File: config.mk
export PLATFORM = sky130hd
export DESIGN_NAME = lpif_slave_top
export DESIGN_NICKNAME = d
export VERILOG_FILES = /design/src/lpif_slave_pkg.sv /design/src/lpif_auto_sync.sv /design/src/lpif_phy_tx.sv /design/src/lpif_phy_rx.sv /design/src/lpif_slave_top.sv
export SDC_FILE = /design/constraint.sdc
export NUM_CORES = 1
export LEC_CHECK = 0
export BUFFER_PORTS_ARGS = -buffer_cell sky130_fd_sc_hd__buf_2
export CELL_PAD_IN_SITES_DETAIL_PLACEMENT = 0
export CELL_PAD_IN_SITES_GLOBAL_PLACEMENT = 1
export CORE_UTILIZATION = 37
export DETAILED_ROUTE_END_ITERATION = 10
export PLACE_DENSITY_LB_ADDON = 0.1
export SLEW_MARGIN = 10
export SYNTH_ARGS = -nofsm -noshare
export SYNTH_HDL_FRONTEND = slang
export SYNTH_SLANG_ARGS = --single-unit
File: constraint.sdc
create_clock -name clk_wr -period 3.4 [get_ports clk_wr]
set_input_delay 0.34 -clock clk_wr [delete_from_list [all_inputs] [get_ports clk_wr]]
set_output_delay 0.34 -clock clk_wr [all_outputs]
set_load 0.005 [all_outputs]
File: src/lpif_slave_pkg.sv
/*
  Shared widths and types for the LPIF slave link
  One clock domain; credit logic, logic-link FIFO and user markers are absent
  Gen2 moves a word per beat on both lanes, gen1 uses two lane 0 beats
*/
package lpif_slave_pkg;

  ////////////////////////////////////////
  // Widths

  localparam int lane_width_c   = 40;
  localparam int stream_width_c = 42;
  localparam int delay_width_c  = 16;
  // Payload bits carried by one gen1 half beat
  localparam int gen1_half_c    = 21;

  ////////////////////////////////////////
  // Stream word and bring-up config

  // LPIF stream word, state on top
  typedef struct packed {
    logic [3:0]  state;
    logic [1:0]  protid;
    logic [31:0] data;
    logic        dvalid;
    logic        crc;
    logic        crc_valid;
    logic        valid;
  } lpif_stream_t;

  // Sequencer delays in clk_wr cycles
  typedef struct packed {
    logic [delay_width_c-1:0] delay_x;
    logic [delay_width_c-1:0] delay_y;
    logic [delay_width_c-1:0] delay_z;
  } lpif_delay_cfg_t;

  ////////////////////////////////////////
  // PHY beat

  typedef struct packed {
    logic [lane_width_c-1:0] lane1;
    logic [lane_width_c-1:0] lane0;
  } lpif_phy_pair_t;

  // Gen2 view of a beat
  // Marker is the top bit of lane 1, strobe is bit 0 of lane 0
  typedef struct packed {
    logic                                     marker;
    logic [2*lane_width_c-stream_width_c-3:0] spare;
    logic [stream_width_c-1:0]                payload;
    logic                                     strobe;
  } lpif_gen2_fields_t;

  // Same 80 bits seen as raw lanes or as gen2 fields
  typedef union packed {
    lpif_phy_pair_t    lanes;
    lpif_gen2_fields_t fields;
  } lpif_phy_beat_u;

  // Debug word, count is sent words on TX and strobe errors on RX
  typedef struct packed {
    logic [13:0] reserved;
    logic        tx_online_delay;
    logic        rx_online_delay;
    logic [15:0] count;
  } lpif_debug_status_t;

endpackage

File: src/lpif_auto_sync.sv
/*
  Three chained bring-up delays: TX online, RX online, downstream release
  A stage rises on the edge that ends the delay-th cycle of its enable
  A delay of zero behaves as one; a drop of tx_online or rx_online clears
  every later stage on the next edge
*/
module lpif_auto_sync import lpif_slave_pkg::*; (
  input  logic            clk_wr,
  input  logic            reset,
  input  logic            tx_online,
  input  logic            rx_online,
  input  lpif_delay_cfg_t delay_cfg,
  output logic            tx_online_delay,
  output logic            rx_online_delay,
  output logic            rx_release
);

  // Stage 0 TX online, stage 1 RX online, stage 2 release
  logic [2:0]                    stage_en;
  logic [2:0]                    stage_done;
  logic [2:0][delay_width_c-1:0] stage_delay;
  logic [2:0][delay_width_c-1:0] stage_cnt;

  ////////////////////////////////////////
  // Stage enables

  assign stage_delay = {delay_cfg.delay_z, delay_cfg.delay_y, delay_cfg.delay_x};

  // TX side only needs its own request
  assign stage_en[0] = tx_online;
  // RX waits for TX to be up, raw inputs included so a drop acts at once
  assign stage_en[1] = tx_online & rx_online & stage_done[0];
  // Release follows RX online
  assign stage_en[2] = stage_en[1] & stage_done[1];

  ////////////////////////////////////////
  // Delay counters

  always_ff @(posedge clk_wr) begin
    logic [delay_width_c-1:0] cnt_next;
    if (reset) begin
      stage_cnt  <= '0;
      stage_done <= '0;
    end else begin
      for (int i = 0; i < 3; i++) begin
        // At least one, so a zero delay still takes a cycle
        cnt_next = stage_cnt[i] + 1'b1;
        if (!stage_en[i]) begin
          stage_cnt[i]  <= '0;
          stage_done[i] <= 1'b0;
        end else if (!stage_done[i]) begin
          stage_cnt[i] <= cnt_next;
          if (cnt_next >= stage_delay[i]) begin
            stage_done[i] <= 1'b1;
          end
        end
      end
    end
  end

  // Done levels are the stage outputs
  assign tx_online_delay = stage_done[0];
  assign rx_online_delay = stage_done[1];
  assign rx_release      = stage_done[2];

endmodule

File: src/lpif_phy_tx.sv
/*
  Upstream framer onto two PHY lanes, no back-pressure
  Gen2 sends ustrm one cycle later on both lanes with strobe and marker set
  Gen1 samples every other cycle and sends low then high half on lane 0,
  so the word offered in between is dropped
*/
module lpif_phy_tx import lpif_slave_pkg::*; (
  input  logic               clk_wr,
  input  logic               reset,
  input  logic               m_gen2_mode,
  input  logic               tx_online_delay,
  input  logic               rx_online_delay,
  input  lpif_stream_t       ustrm,
  output lpif_phy_pair_t     tx_phy,
  output lpif_debug_status_t tx_debug_status
);

  lpif_phy_beat_u         beat_d;
  lpif_phy_beat_u         beat_q;
  // Gen1 phase, 0 sends the low half and samples ustrm
  logic                   phase_q;
  logic [gen1_half_c-1:0] high_half_q;
  logic [15:0]            sent_cnt_q;
  logic                   word_done;

  // A word is complete on every gen2 beat or on the gen1 high half
  assign word_done = tx_online_delay & (m_gen2_mode | phase_q);

  ////////////////////////////////////////
  // Beat build

  always_comb begin
    beat_d = '0;
    if (tx_online_delay) begin
      if (m_gen2_mode) begin
        // Whole word in one beat
        beat_d.fields.marker  = 1'b1;
        beat_d.fields.payload = ustrm;
        beat_d.fields.strobe  = 1'b1;
      end else begin
        // Lane 0 only, marker flags the first half
        beat_d.lanes.lane0[0]              = 1'b1;
        beat_d.lanes.lane0[lane_width_c-1] = !phase_q;
        if (!phase_q) begin
          beat_d.lanes.lane0[gen1_half_c:1] = ustrm[gen1_half_c-1:0];
        end else begin
          beat_d.lanes.lane0[gen1_half_c:1] = high_half_q;
        end
      end
    end
  end

  ////////////////////////////////////////
  // Registers

  always_ff @(posedge clk_wr) begin
    if (reset) begin
      beat_q     <= '0;
      phase_q    <= 1'b0;
      sent_cnt_q <= '0;
    end else begin
      beat_q  <= beat_d;
      // Toggles only while gen1 is online
      phase_q <= tx_online_delay & !m_gen2_mode & !phase_q;
      // Wraps at 16 bits
      if (word_done) begin
        sent_cnt_q <= sent_cnt_q + 1'b1;
      end
    end
  end

  // Upper half held for the second gen1 beat
  always_ff @(posedge clk_wr) begin
    if (tx_online_delay && !m_gen2_mode && !phase_q) begin
      high_half_q <= ustrm[stream_width_c-1:gen1_half_c];
    end
  end

  assign tx_phy = beat_q.lanes;

  always_comb begin
    tx_debug_status                 = '0;
    tx_debug_status.tx_online_delay = tx_online_delay;
    tx_debug_status.rx_online_delay = rx_online_delay;
    tx_debug_status.count           = sent_cnt_q;
  end

endmodule

File: src/lpif_phy_rx.sv
/*
  Downstream deframer from two PHY lanes, one register stage to dstrm
  Gen1 needs a marker beat followed by a non-marker beat to rebuild a word
  A beat without strobe while RX is online bumps a saturating error count
  dstrm reads zero until both RX online and release are high
*/
module lpif_phy_rx import lpif_slave_pkg::*; (
  input  logic               clk_wr,
  input  logic               reset,
  input  logic               m_gen2_mode,
  input  logic               tx_online_delay,
  input  logic               rx_online_delay,
  input  logic               rx_release,
  input  lpif_phy_pair_t     rx_phy,
  output lpif_stream_t       dstrm,
  output lpif_debug_status_t rx_debug_status
);

  lpif_phy_beat_u         beat_in;
  logic                   strobe;
  logic                   marker;
  logic [gen1_half_c-1:0] gen1_half;
  logic [gen1_half_c-1:0] low_half_q;
  // Low half waiting for its partner
  logic                   low_valid_q;
  logic                   word_load;
  lpif_stream_t           word_d;
  lpif_stream_t           word_q;
  logic                   beat_err;
  logic [15:0]            err_cnt_q;

  ////////////////////////////////////////
  // Beat decode

  assign beat_in.lanes = rx_phy;
  // Strobe sits at bit 0 of lane 0 in both modes
  assign strobe    = beat_in.fields.strobe;
  // Gen1 marker and payload live on lane 0
  assign marker    = beat_in.lanes.lane0[lane_width_c-1];
  assign gen1_half = beat_in.lanes.lane0[gen1_half_c:1];

  assign beat_err = rx_online_delay & !strobe;

  always_comb begin
    word_load = 1'b0;
    word_d    = beat_in.fields.payload;
    if (rx_online_delay && strobe) begin
      if (m_gen2_mode) begin
        word_load = 1'b1;
      end else if (!marker && low_valid_q) begin
        // Second half completes the word
        word_load = 1'b1;
        word_d    = {gen1_half, low_half_q};
      end
    end
  end

  ////////////////////////////////////////
  // Control state

  always_ff @(posedge clk_wr) begin
    if (reset) begin
      low_valid_q <= 1'b0;
      err_cnt_q   <= '0;
    end else begin
      // Any bad or out-of-mode beat drops a pending low half
      if (!rx_online_delay || m_gen2_mode || !strobe) begin
        low_valid_q <= 1'b0;
      end else begin
        low_valid_q <= marker;
      end
      // Saturating
      if (beat_err && err_cnt_q != '1) begin
        err_cnt_q <= err_cnt_q + 1'b1;
      end
    end
  end

  ////////////////////////////////////////
  // Word registers

  always_ff @(posedge clk_wr) begin
    // Cleared while offline, held on strobe errors
    if (!rx_online_delay) begin
      word_q <= '0;
    end else if (word_load) begin
      word_q <= word_d;
    end
    if (marker && strobe) begin
      low_half_q <= gen1_half;
    end
  end

  assign dstrm = (rx_online_delay && rx_release) ? word_q : '0;

  always_comb begin
    rx_debug_status                 = '0;
    rx_debug_status.tx_online_delay = tx_online_delay;
    rx_debug_status.rx_online_delay = rx_online_delay;
    rx_debug_status.count           = err_cnt_q;
  end

endmodule

File: src/lpif_slave_top.sv
/*
  LPIF slave top, single clock clk_wr, synchronous active-high reset
  No credits and no FIFO; words move as plain valid levels
  Loopback latency is 2 cycles in gen2 and 3 cycles in gen1
*/
module lpif_slave_top import lpif_slave_pkg::*; (
  input  logic               clk_wr,
  input  logic               reset,
  input  logic               tx_online,
  input  logic               rx_online,
  input  logic               m_gen2_mode,
  input  lpif_delay_cfg_t    delay_cfg,
  input  lpif_stream_t       ustrm,
  input  lpif_phy_pair_t     rx_phy,
  output lpif_phy_pair_t     tx_phy,
  output lpif_stream_t       dstrm,
  output lpif_debug_status_t tx_debug_status,
  output lpif_debug_status_t rx_debug_status
);

  // Sequencer levels
  logic tx_online_delay;
  logic rx_online_delay;
  logic rx_release;

  ////////////////////////////////////////
  // Bring-up

  lpif_auto_sync auto_sync_i (
    .clk_wr          (clk_wr),
    .reset           (reset),
    .tx_online       (tx_online),
    .rx_online       (rx_online),
    .delay_cfg       (delay_cfg),
    .tx_online_delay (tx_online_delay),
    .rx_online_delay (rx_online_delay),
    .rx_release      (rx_release)
  );

  ////////////////////////////////////////
  // PHY halves

  // Upstream words onto the lanes
  lpif_phy_tx phy_tx_i (
    .clk_wr          (clk_wr),
    .reset           (reset),
    .m_gen2_mode     (m_gen2_mode),
    .tx_online_delay (tx_online_delay),
    .rx_online_delay (rx_online_delay),
    .ustrm           (ustrm),
    .tx_phy          (tx_phy),
    .tx_debug_status (tx_debug_status)
  );

  // Downstream words back from the lanes
  lpif_phy_rx phy_rx_i (
    .clk_wr          (clk_wr),
    .reset           (reset),
    .m_gen2_mode     (m_gen2_mode),
    .tx_online_delay (tx_online_delay),
    .rx_online_delay (rx_online_delay),
    .rx_release      (rx_release),
    .rx_phy          (rx_phy),
    .dstrm           (dstrm),
    .rx_debug_status (rx_debug_status)
  );

endmodule

==> impl_metrics.yaml, run 1 <==
run_status:
  status: "complete, no violations"
grt:
  met3_usage_pct: 4.376
  overflow: 0
  grt_max_degree: 93
  top_usage_layer: "met2"
  grt_pass1_wl_mm: 43.89
  use_met2_pct: 28.93
  use_met1_pct: 23.71
  grt_pass1_vias: 8457
  track_usage_pct: 17.74
  antenna_found_initial: 0
clock_network:
  cts_htree_levels: 1
  clk_latency_ns: 0.52
  path_clk_slew_ns: 0.06
  cts_sinks: 213
  clk_path_buf_depth: 3
  cts_made_buffers: 25
  cts_tree: "yes"
  cts-root-buf: "clkbuf_16"
  ctsResizeCount: 0
routing:
  vias: 8837
  post_drt_wl_per_cell_um: 14.58
  drtIter0Drc: 351
  postRouteWirelength_mm: 26.99
  ant_nets: 0
  drc_errors: 0
  firstDrtPassIters: 4
  viasPerCell: 4.774
pwr:
  peakVddDrop_uv: 294.9
  leakage_nw: 5.852
  finalPower_mw: 5.408
  powerDensity_mw_per_mm2: 410.1
floorplanning:
  io_pins: 361
  start_util_pct: 37.68
  fp.dieW_um: 173.0
  die-area_mm2: 0.02992
  die_h_um: 173.0
  num_rows: 62
  core_mm2: 0.02870
timing:
  setup_viol: 0
  finalSetupTns_ns: 0
  fin_crit_ns: 2.910
  fmax_ghz: 0.3436
  grt_setup_unrepaired: "false"
  finalCritPeriodShare_pct: 85.60
  worstMarginPinSlew_ns: 1.078
  fin_hold_ws_ns: 0.03115
  slew_headroom_pct: 28.14
  finalClockSkew_ns: 0.01421
  slew_viol_final: 0
  hold_viol: 0
synth:
  avgSynthCellArea_um2: 9.019
  synth_flop_cell: "dfxtp_1"
  synthArstFlopShare_pct: 0
  syn_inst: 1199
  synth_edf_count: 42
  ys_seq_area_share_pct: 43.32
  ys_ff_latch: 213
  syn_area_mm2: 0.01081
  yosys_warnings: 0
  synth_cell_types: 53
placement:
  gp_congestion: 0.7594
  place_inst: 1785
  dpl.hpwl_mm: 19.46
  postPlaceCellArea_mm2: 0.01221
  portBuffers: 259
layout:
  final_nets: 1675
  layout_commonest_cell: "buf_2"
  mostFrequentLayoutCells: "buf_2, dfxtp_1, nand2_1, a21oi_1"
  stdcell_count: 1851
  final_area_mm2: 0.01319
  area_growth_pct: 21.94
  drive_gt1_share_pct: 22.78
setup_path:
  path_max_fanout: 6
  critPathKind: "reg -> reg"
  start_kind: "flip-flop"
  r2r_setup_slack_ns: 0.49
  arrival_ns: 3.29
  crit_path_end_kind: "flip-flop"
  critPathRequiredTime_ns: 3.77
min_path:
  hp-class: "in -> reg"
flow_run:
  cap_viol_max_count: 0
## layer usage
layer / vias up / share of wire, %
li1: 4570 / -
met1: 3994 / 47
met2: 247 / 44
met3: 26 / 6.5
met4: 0 / 1.6
met5: - / 0
## Yosys cell counts (all sizes together) (3+ instances only)
library cell	instances	area, um^2
clkbuf	55	207.7
o21a	7	52.55
buf	81	569.3
nand4	21	137.6
nand2b	10	62.56
a21oi	71	355.3
dfxtp	171	3423
nand3	68	360.4
or2	5	31.28
or4	20	150.1
xor2	25	219.0
o2111ai	4	35.03
o21ai	64	320.3
nand2	96	360.4
inv	59	221.5
nor2b	10	62.56
ha	53	663.1
mux2i	47	470.5
o31ai	13	97.59
a2111o	3	33.78
nor2	65	244.0
o211ai	3	22.52
nor3	27	135.1
nor4	13	87.58
a31oi	3	18.77
edfxtp	42	1261
and3	66	414.2
a2111oi	3	26.28
a2bb2oi	3	26.28
xnor2	50	437.9
mux2	4	45.04
or3	21	132.6
## critical path: stages, from the launching register on
cell and delay, ns:
dfxtp_1 0.43, nand4_1 0.23, or4_1 0.68, nor2_1 0.17
xor2_1 0.17, ha_1 0.27, a21oi_1 0.15, nor2_1 0.05
a2111oi_0 0.48, a31oi_1 0.14
## report_power, final
group          internal [mW]  switching (mW)
logic                  0.108           0.119
clock network           1.52            1.06
registers               2.59         0.00574
## worst paths after layout
kind                             start                   endpoint  cells past startpoint
max          auto_sync_i.stage_cnt[40]  auto_sync_i.stage_done[2]                      9
min                          ustrm[21]    phy_tx_i.high_half_q[0]                      1
max reg2reg  auto_sync_i.stage_cnt[40]  auto_sync_i.stage_done[2]                      9
min reg2reg         phy_rx_i.word_q[2]         phy_rx_i.word_q[2]                      2
## area by class of cell
cell class,count,area (um^2)
flip-flops and latches,213,4687
diodes,1,2.502
clock buffers,31,658.1
multi-input cells,854,5389
repair buffers,294,1619
inverters,59,221.5
well taps,384,480.5
clock inverters,15,128.9
fillers,2933,15520
## state kept, by name (all words and copies together), names as in the netlist
| name | cells |
|---|---|
| phy_tx_i.high_half_q | 21 |
| phy_rx_i.low_half_q | 21 |
| phy_rx_i.low_valid_q | 1 |
| auto_sync_i.stage_cnt | 48 |
| phy_rx_i.word_q | 42 |
| phy_tx_i.sent_cnt_q | 16 |
| auto_sync_i.stage_done | 3 |
| phy_tx_i.tx_phy | 44 |
| phy_rx_i.err_cnt_q | 16 |
| phy_tx_i.phase_q | 1 |
## cells by family after synthesis
logic type	after synthesis	synth area share (%)
AOI/OAI and AO/OA	177	9.372
xor gates and xnor gates	75	6.074
adders and majority gates	53	6.132
buffers and inverters	195	9.233
DFF	213	43.32
muxes	51	4.767
other	1	0.03468
and+or+nand+nor	434	21.07
## metrics by stage
step	utilization [%]	setup WS [ns]
2_1_floorplan	-	0.5352
3_3_place_gp	42.53	0.5366
3_5_place_dp	42.53	0.4944
4_1_cts	45.93	0.4887
5_1_grt	45.93	0.2635
6_report	45.94	0.4897
## timing repair
action	CTS	global route
buffers inserted	0	0
hold buffers	19	0
endpoints found under the hold margin	19	0
No activity file was read; power rests on OpenSTA's default activity.
==> inputs of run 2 (changes only) <==
--- a/config.mk
+++ b/config.mk
@@ -5,10 +5,11 @@
 export SDC_FILE = /design/constraint.sdc
 export NUM_CORES = 1
 export LEC_CHECK = 0
+export ABC_AREA = 1
 export BUFFER_PORTS_ARGS = -buffer_cell sky130_fd_sc_hd__buf_2
 export CELL_PAD_IN_SITES_DETAIL_PLACEMENT = 0
 export CELL_PAD_IN_SITES_GLOBAL_PLACEMENT = 1
-export CORE_UTILIZATION = 37
+export CORE_UTILIZATION = 36
 export DETAILED_ROUTE_END_ITERATION = 10
 export PLACE_DENSITY_LB_ADDON = 0.1
 export SLEW_MARGIN = 10
==> run 2 against run 1 <==
  * Global-route usage is 0.56 points higher
  * Total power up 6.4%
  * Combinational power about the same
  * Core utilization decreased by 1.1 points
  * Critical path type is now reg -> out
  * Highest routed layer is now met5
==> impl_metrics.yaml, run 2 <==
run_status:
  status: "complete, no violations"
layout:
  drive_gt1_share_pct: 19.67
  top_register: "auto_sync_i.stage_cnt"
  final_util_pct: 44.84
  final_nets: 2009
  final_area_mm2: 0.01375
  largest_register_ffs: 48
  stdcell_count: 2200
  fillCellCount: 3183
  area_growth_pct: 22.42
  mostFrequentLayoutCells: "nand2_1, buf_2, inv_1, nor2_1, dfxtp_1"
setup_path:
  critPathRequiredTime_ns: 3.06
  crit_path_end_kind: "output pin"
  r2r_setup_slack_ns: 1.00
  start_kind: "flip-flop"
  crit_chain: "nand2_2 -> buf_4 -> nor2_1 -> buf_2"
  critPathKind: "reg -> out"
  path_max_fanout: 24
  regToRegEndpoint: "auto_sync_i.stage_done[1]"
  arrival_ns: 2.30
  rr_worst_depth: 16
  slowest_stage: "dfxtp_1"
  timing.rr.start: "auto_sync_i.stage_cnt[16]"
  max_stage_delay_ns: 0.65
grt:
  antenna_found_initial: 8
  track_usage_pct: 18.30
  grt_pass1_wl_mm: 46.43
  grt_pass1_vias: 9168
  grt_max_degree: 48
  overflow: 0
timing:
  slew_viol_final: 0
  grt_setup_unrepaired: "false"
  finalCritPeriodShare_pct: 77.74
  setup_viol: 0
  finalSetupTns_ns: 0
  fin_hold_ws_ns: 0.01860
  hold_viol: 0
  fmax_ghz: 0.3783
  worstMarginPinSlew_ns: 0.9482
  slew_headroom_pct: 36.64
  fin_crit_ns: 2.643
  finalClockSkew_ns: 0.01500
routing:
  ant_nets: 0
  drc_errors: 0
  viasPerCell: 4.493
  firstDrtPassIters: 5
  postRouteWirelength_mm: 29.88
  post_drt_wl_per_cell_um: 13.58
  vias: 9884
  drtIter0Drc: 519
placement:
  gp_congestion: 0.8025
  dpl.hpwl_mm: 22.08
  postPlaceCellArea_mm2: 0.01264
  portBuffers: 259
  place_inst: 2130
floorplanning:
  io_pins: 361
  num_rows: 64
  core_mm2: 0.03067
  fp.dieW_um: 178.6
  die_h_um: 178.6
  start_util_pct: 36.62
  die-area_mm2: 0.03191
pwr:
  leakage_nw: 6.702
  powerDensity_mw_per_mm2: 418.5
  peakVddDrop_uv: 371.4
synth:
  synth_flop_cell: "dfxtp_1"
  ys_seq_area_share_pct: 41.71
  synth_edf_count: 42
  ys_ff_latch: 213
  yosys.area.top_type: "dfxtp_1"
  synthArstFlopShare_pct: 0
  avgSynthCellArea_um2: 7.419
  syn_inst: 1514
  synth_commonest_cells: "nand2_1, inv_1, nor2_1, dfxtp_1, o21ai_0"
  yosys_warnings: 0
  yosysMostFrequentCell: "nand2_1"
  synth_top_area_share_pct: 30.48
  netlist_top_cells_area: "dfxtp_1, edfxtp_1, nand2_1, inv_1, nor2_1"
  syn_area_mm2: 0.01123
  synth_cell_types: 41
clock_network:
  cts_sinks: 213
  path_clk_slew_ns: 0.06
  cts-root-buf: "clkbuf_16"
  clk_latency_ns: 0.52
  clk_path_buf_depth: 3
  cts_htree_levels: 1
  cts_made_buffers: 25
  cts_tree: "yes"
flow_run:
  cap_viol_max_count: 0
min_path:
  hp-class: "in -> reg"
  min_to: "phy_tx_i.high_half_q[18]"
  holdPathStages: 1
  hp-start: "ustrm[39]"
## run 2: cell types whose count changed after synthesis, moves of 24 or more
cell,change
nand3_1,-24
o21ai_0,+40
mux2i_1,-47
inv_1,+192
and3_1,-65
clkbuf_1,-28
xnor2_1,-46
o32ai_1,+33
nand2_1,+164
nor2_1,+185
## run 2: layout make-up
type / instances / area [um^2] / area share, %
multi-input combinational: 991 / 5094 / 37.04
sequential: 213 / 4684 / 34.07
clock buffer: 35 / 713.2 / 5.187
antenna: 4 / 10.01 / 0.07279
tap: 396 / 495.5 / 3.603
clock inverter: 11 / 188.9 / 1.374
inverter: 258 / 970.9 / 7.061
timing repair buffer: 292 / 1594 / 11.59
## run 2: how the worst max path moves through the flow
stage / from / endpoint / slack (ns) / depth (start not counted)
finish: auto_sync_i.stage_done[1] / dstrm[10] / 0.76 / 4
global route: auto_sync_i.stage_done[1] / dstrm[10] / 0.57 / 4
CTS: auto_sync_i.stage_done[1] / dstrm[10] / 0.55 / 4
detailed placement: auto_sync_i.stage_cnt[16] / auto_sync_i.stage_done[1] / 1.01 / 16
global placement: auto_sync_i.stage_cnt[16] / auto_sync_i.stage_done[1] / 1.03 / 16
floorplan: auto_sync_i.stage_cnt[16] / auto_sync_i.stage_done[1] / 1.34 / 16
## run 2: worst max-delay path, delay by kind of cell (launching register included)
kind          cells  cell delay (ns)
simple gates      2             0.62
buf+inv           2             0.49
flops             1             0.65
## run 2: repair_timing
| action | CTS | global route |
|---|---|---|
| setup buffers | 0 | 0 |
| endpoints found under the hold margin | 20 | 0 |
| resized for setup | 0 | 0 |
| hold buffers | 20 | 0 |
## run 2: metal layers
metal	GRT usage (%)	wire length, um	vias up
met4	4.449	557	8
li1	-	-	5187
met3	5.030	2274	42
met2	30.56	13690	271
met1	23.21	13310	4376
met5	0	47	-
## run 2: cell families after synthesis
logic type / Yosys count / share of synthesized area [%]
compound gates: 238 / 12.44
xor+xnor: 36 / 2.807
fa+ha+maj: 53 / 5.904
buf+inv: 373 / 15.21
flops: 213 / 41.71
other cells: 1 / 0.03339
simple gates: 600 / 21.90
## run 2: through the flow
stage	power, mW	setup slack [ns]
after floorplan	2.802	1.336
after global placement	2.861	1.034
after detailed placement	2.864	1.008
after CTS	5.839	0.5504
after global routing	5.964	0.5742
final	5.755	0.7569
## run 2: power by group
| group | total, mW | switching [mW] | leakage, nW | internal (mW) |
|---|---|---|---|---|
| sequential | 2.60 | 0.00532 | 1.76 | 2.59 |
| combinational | 0.226 | 0.122 | 4.50 | 0.104 |
| clock | 2.93 | 1.09 | 0.437 | 1.84 |
| total | 5.76 | 1.22 | 6.70 | 4.54 |
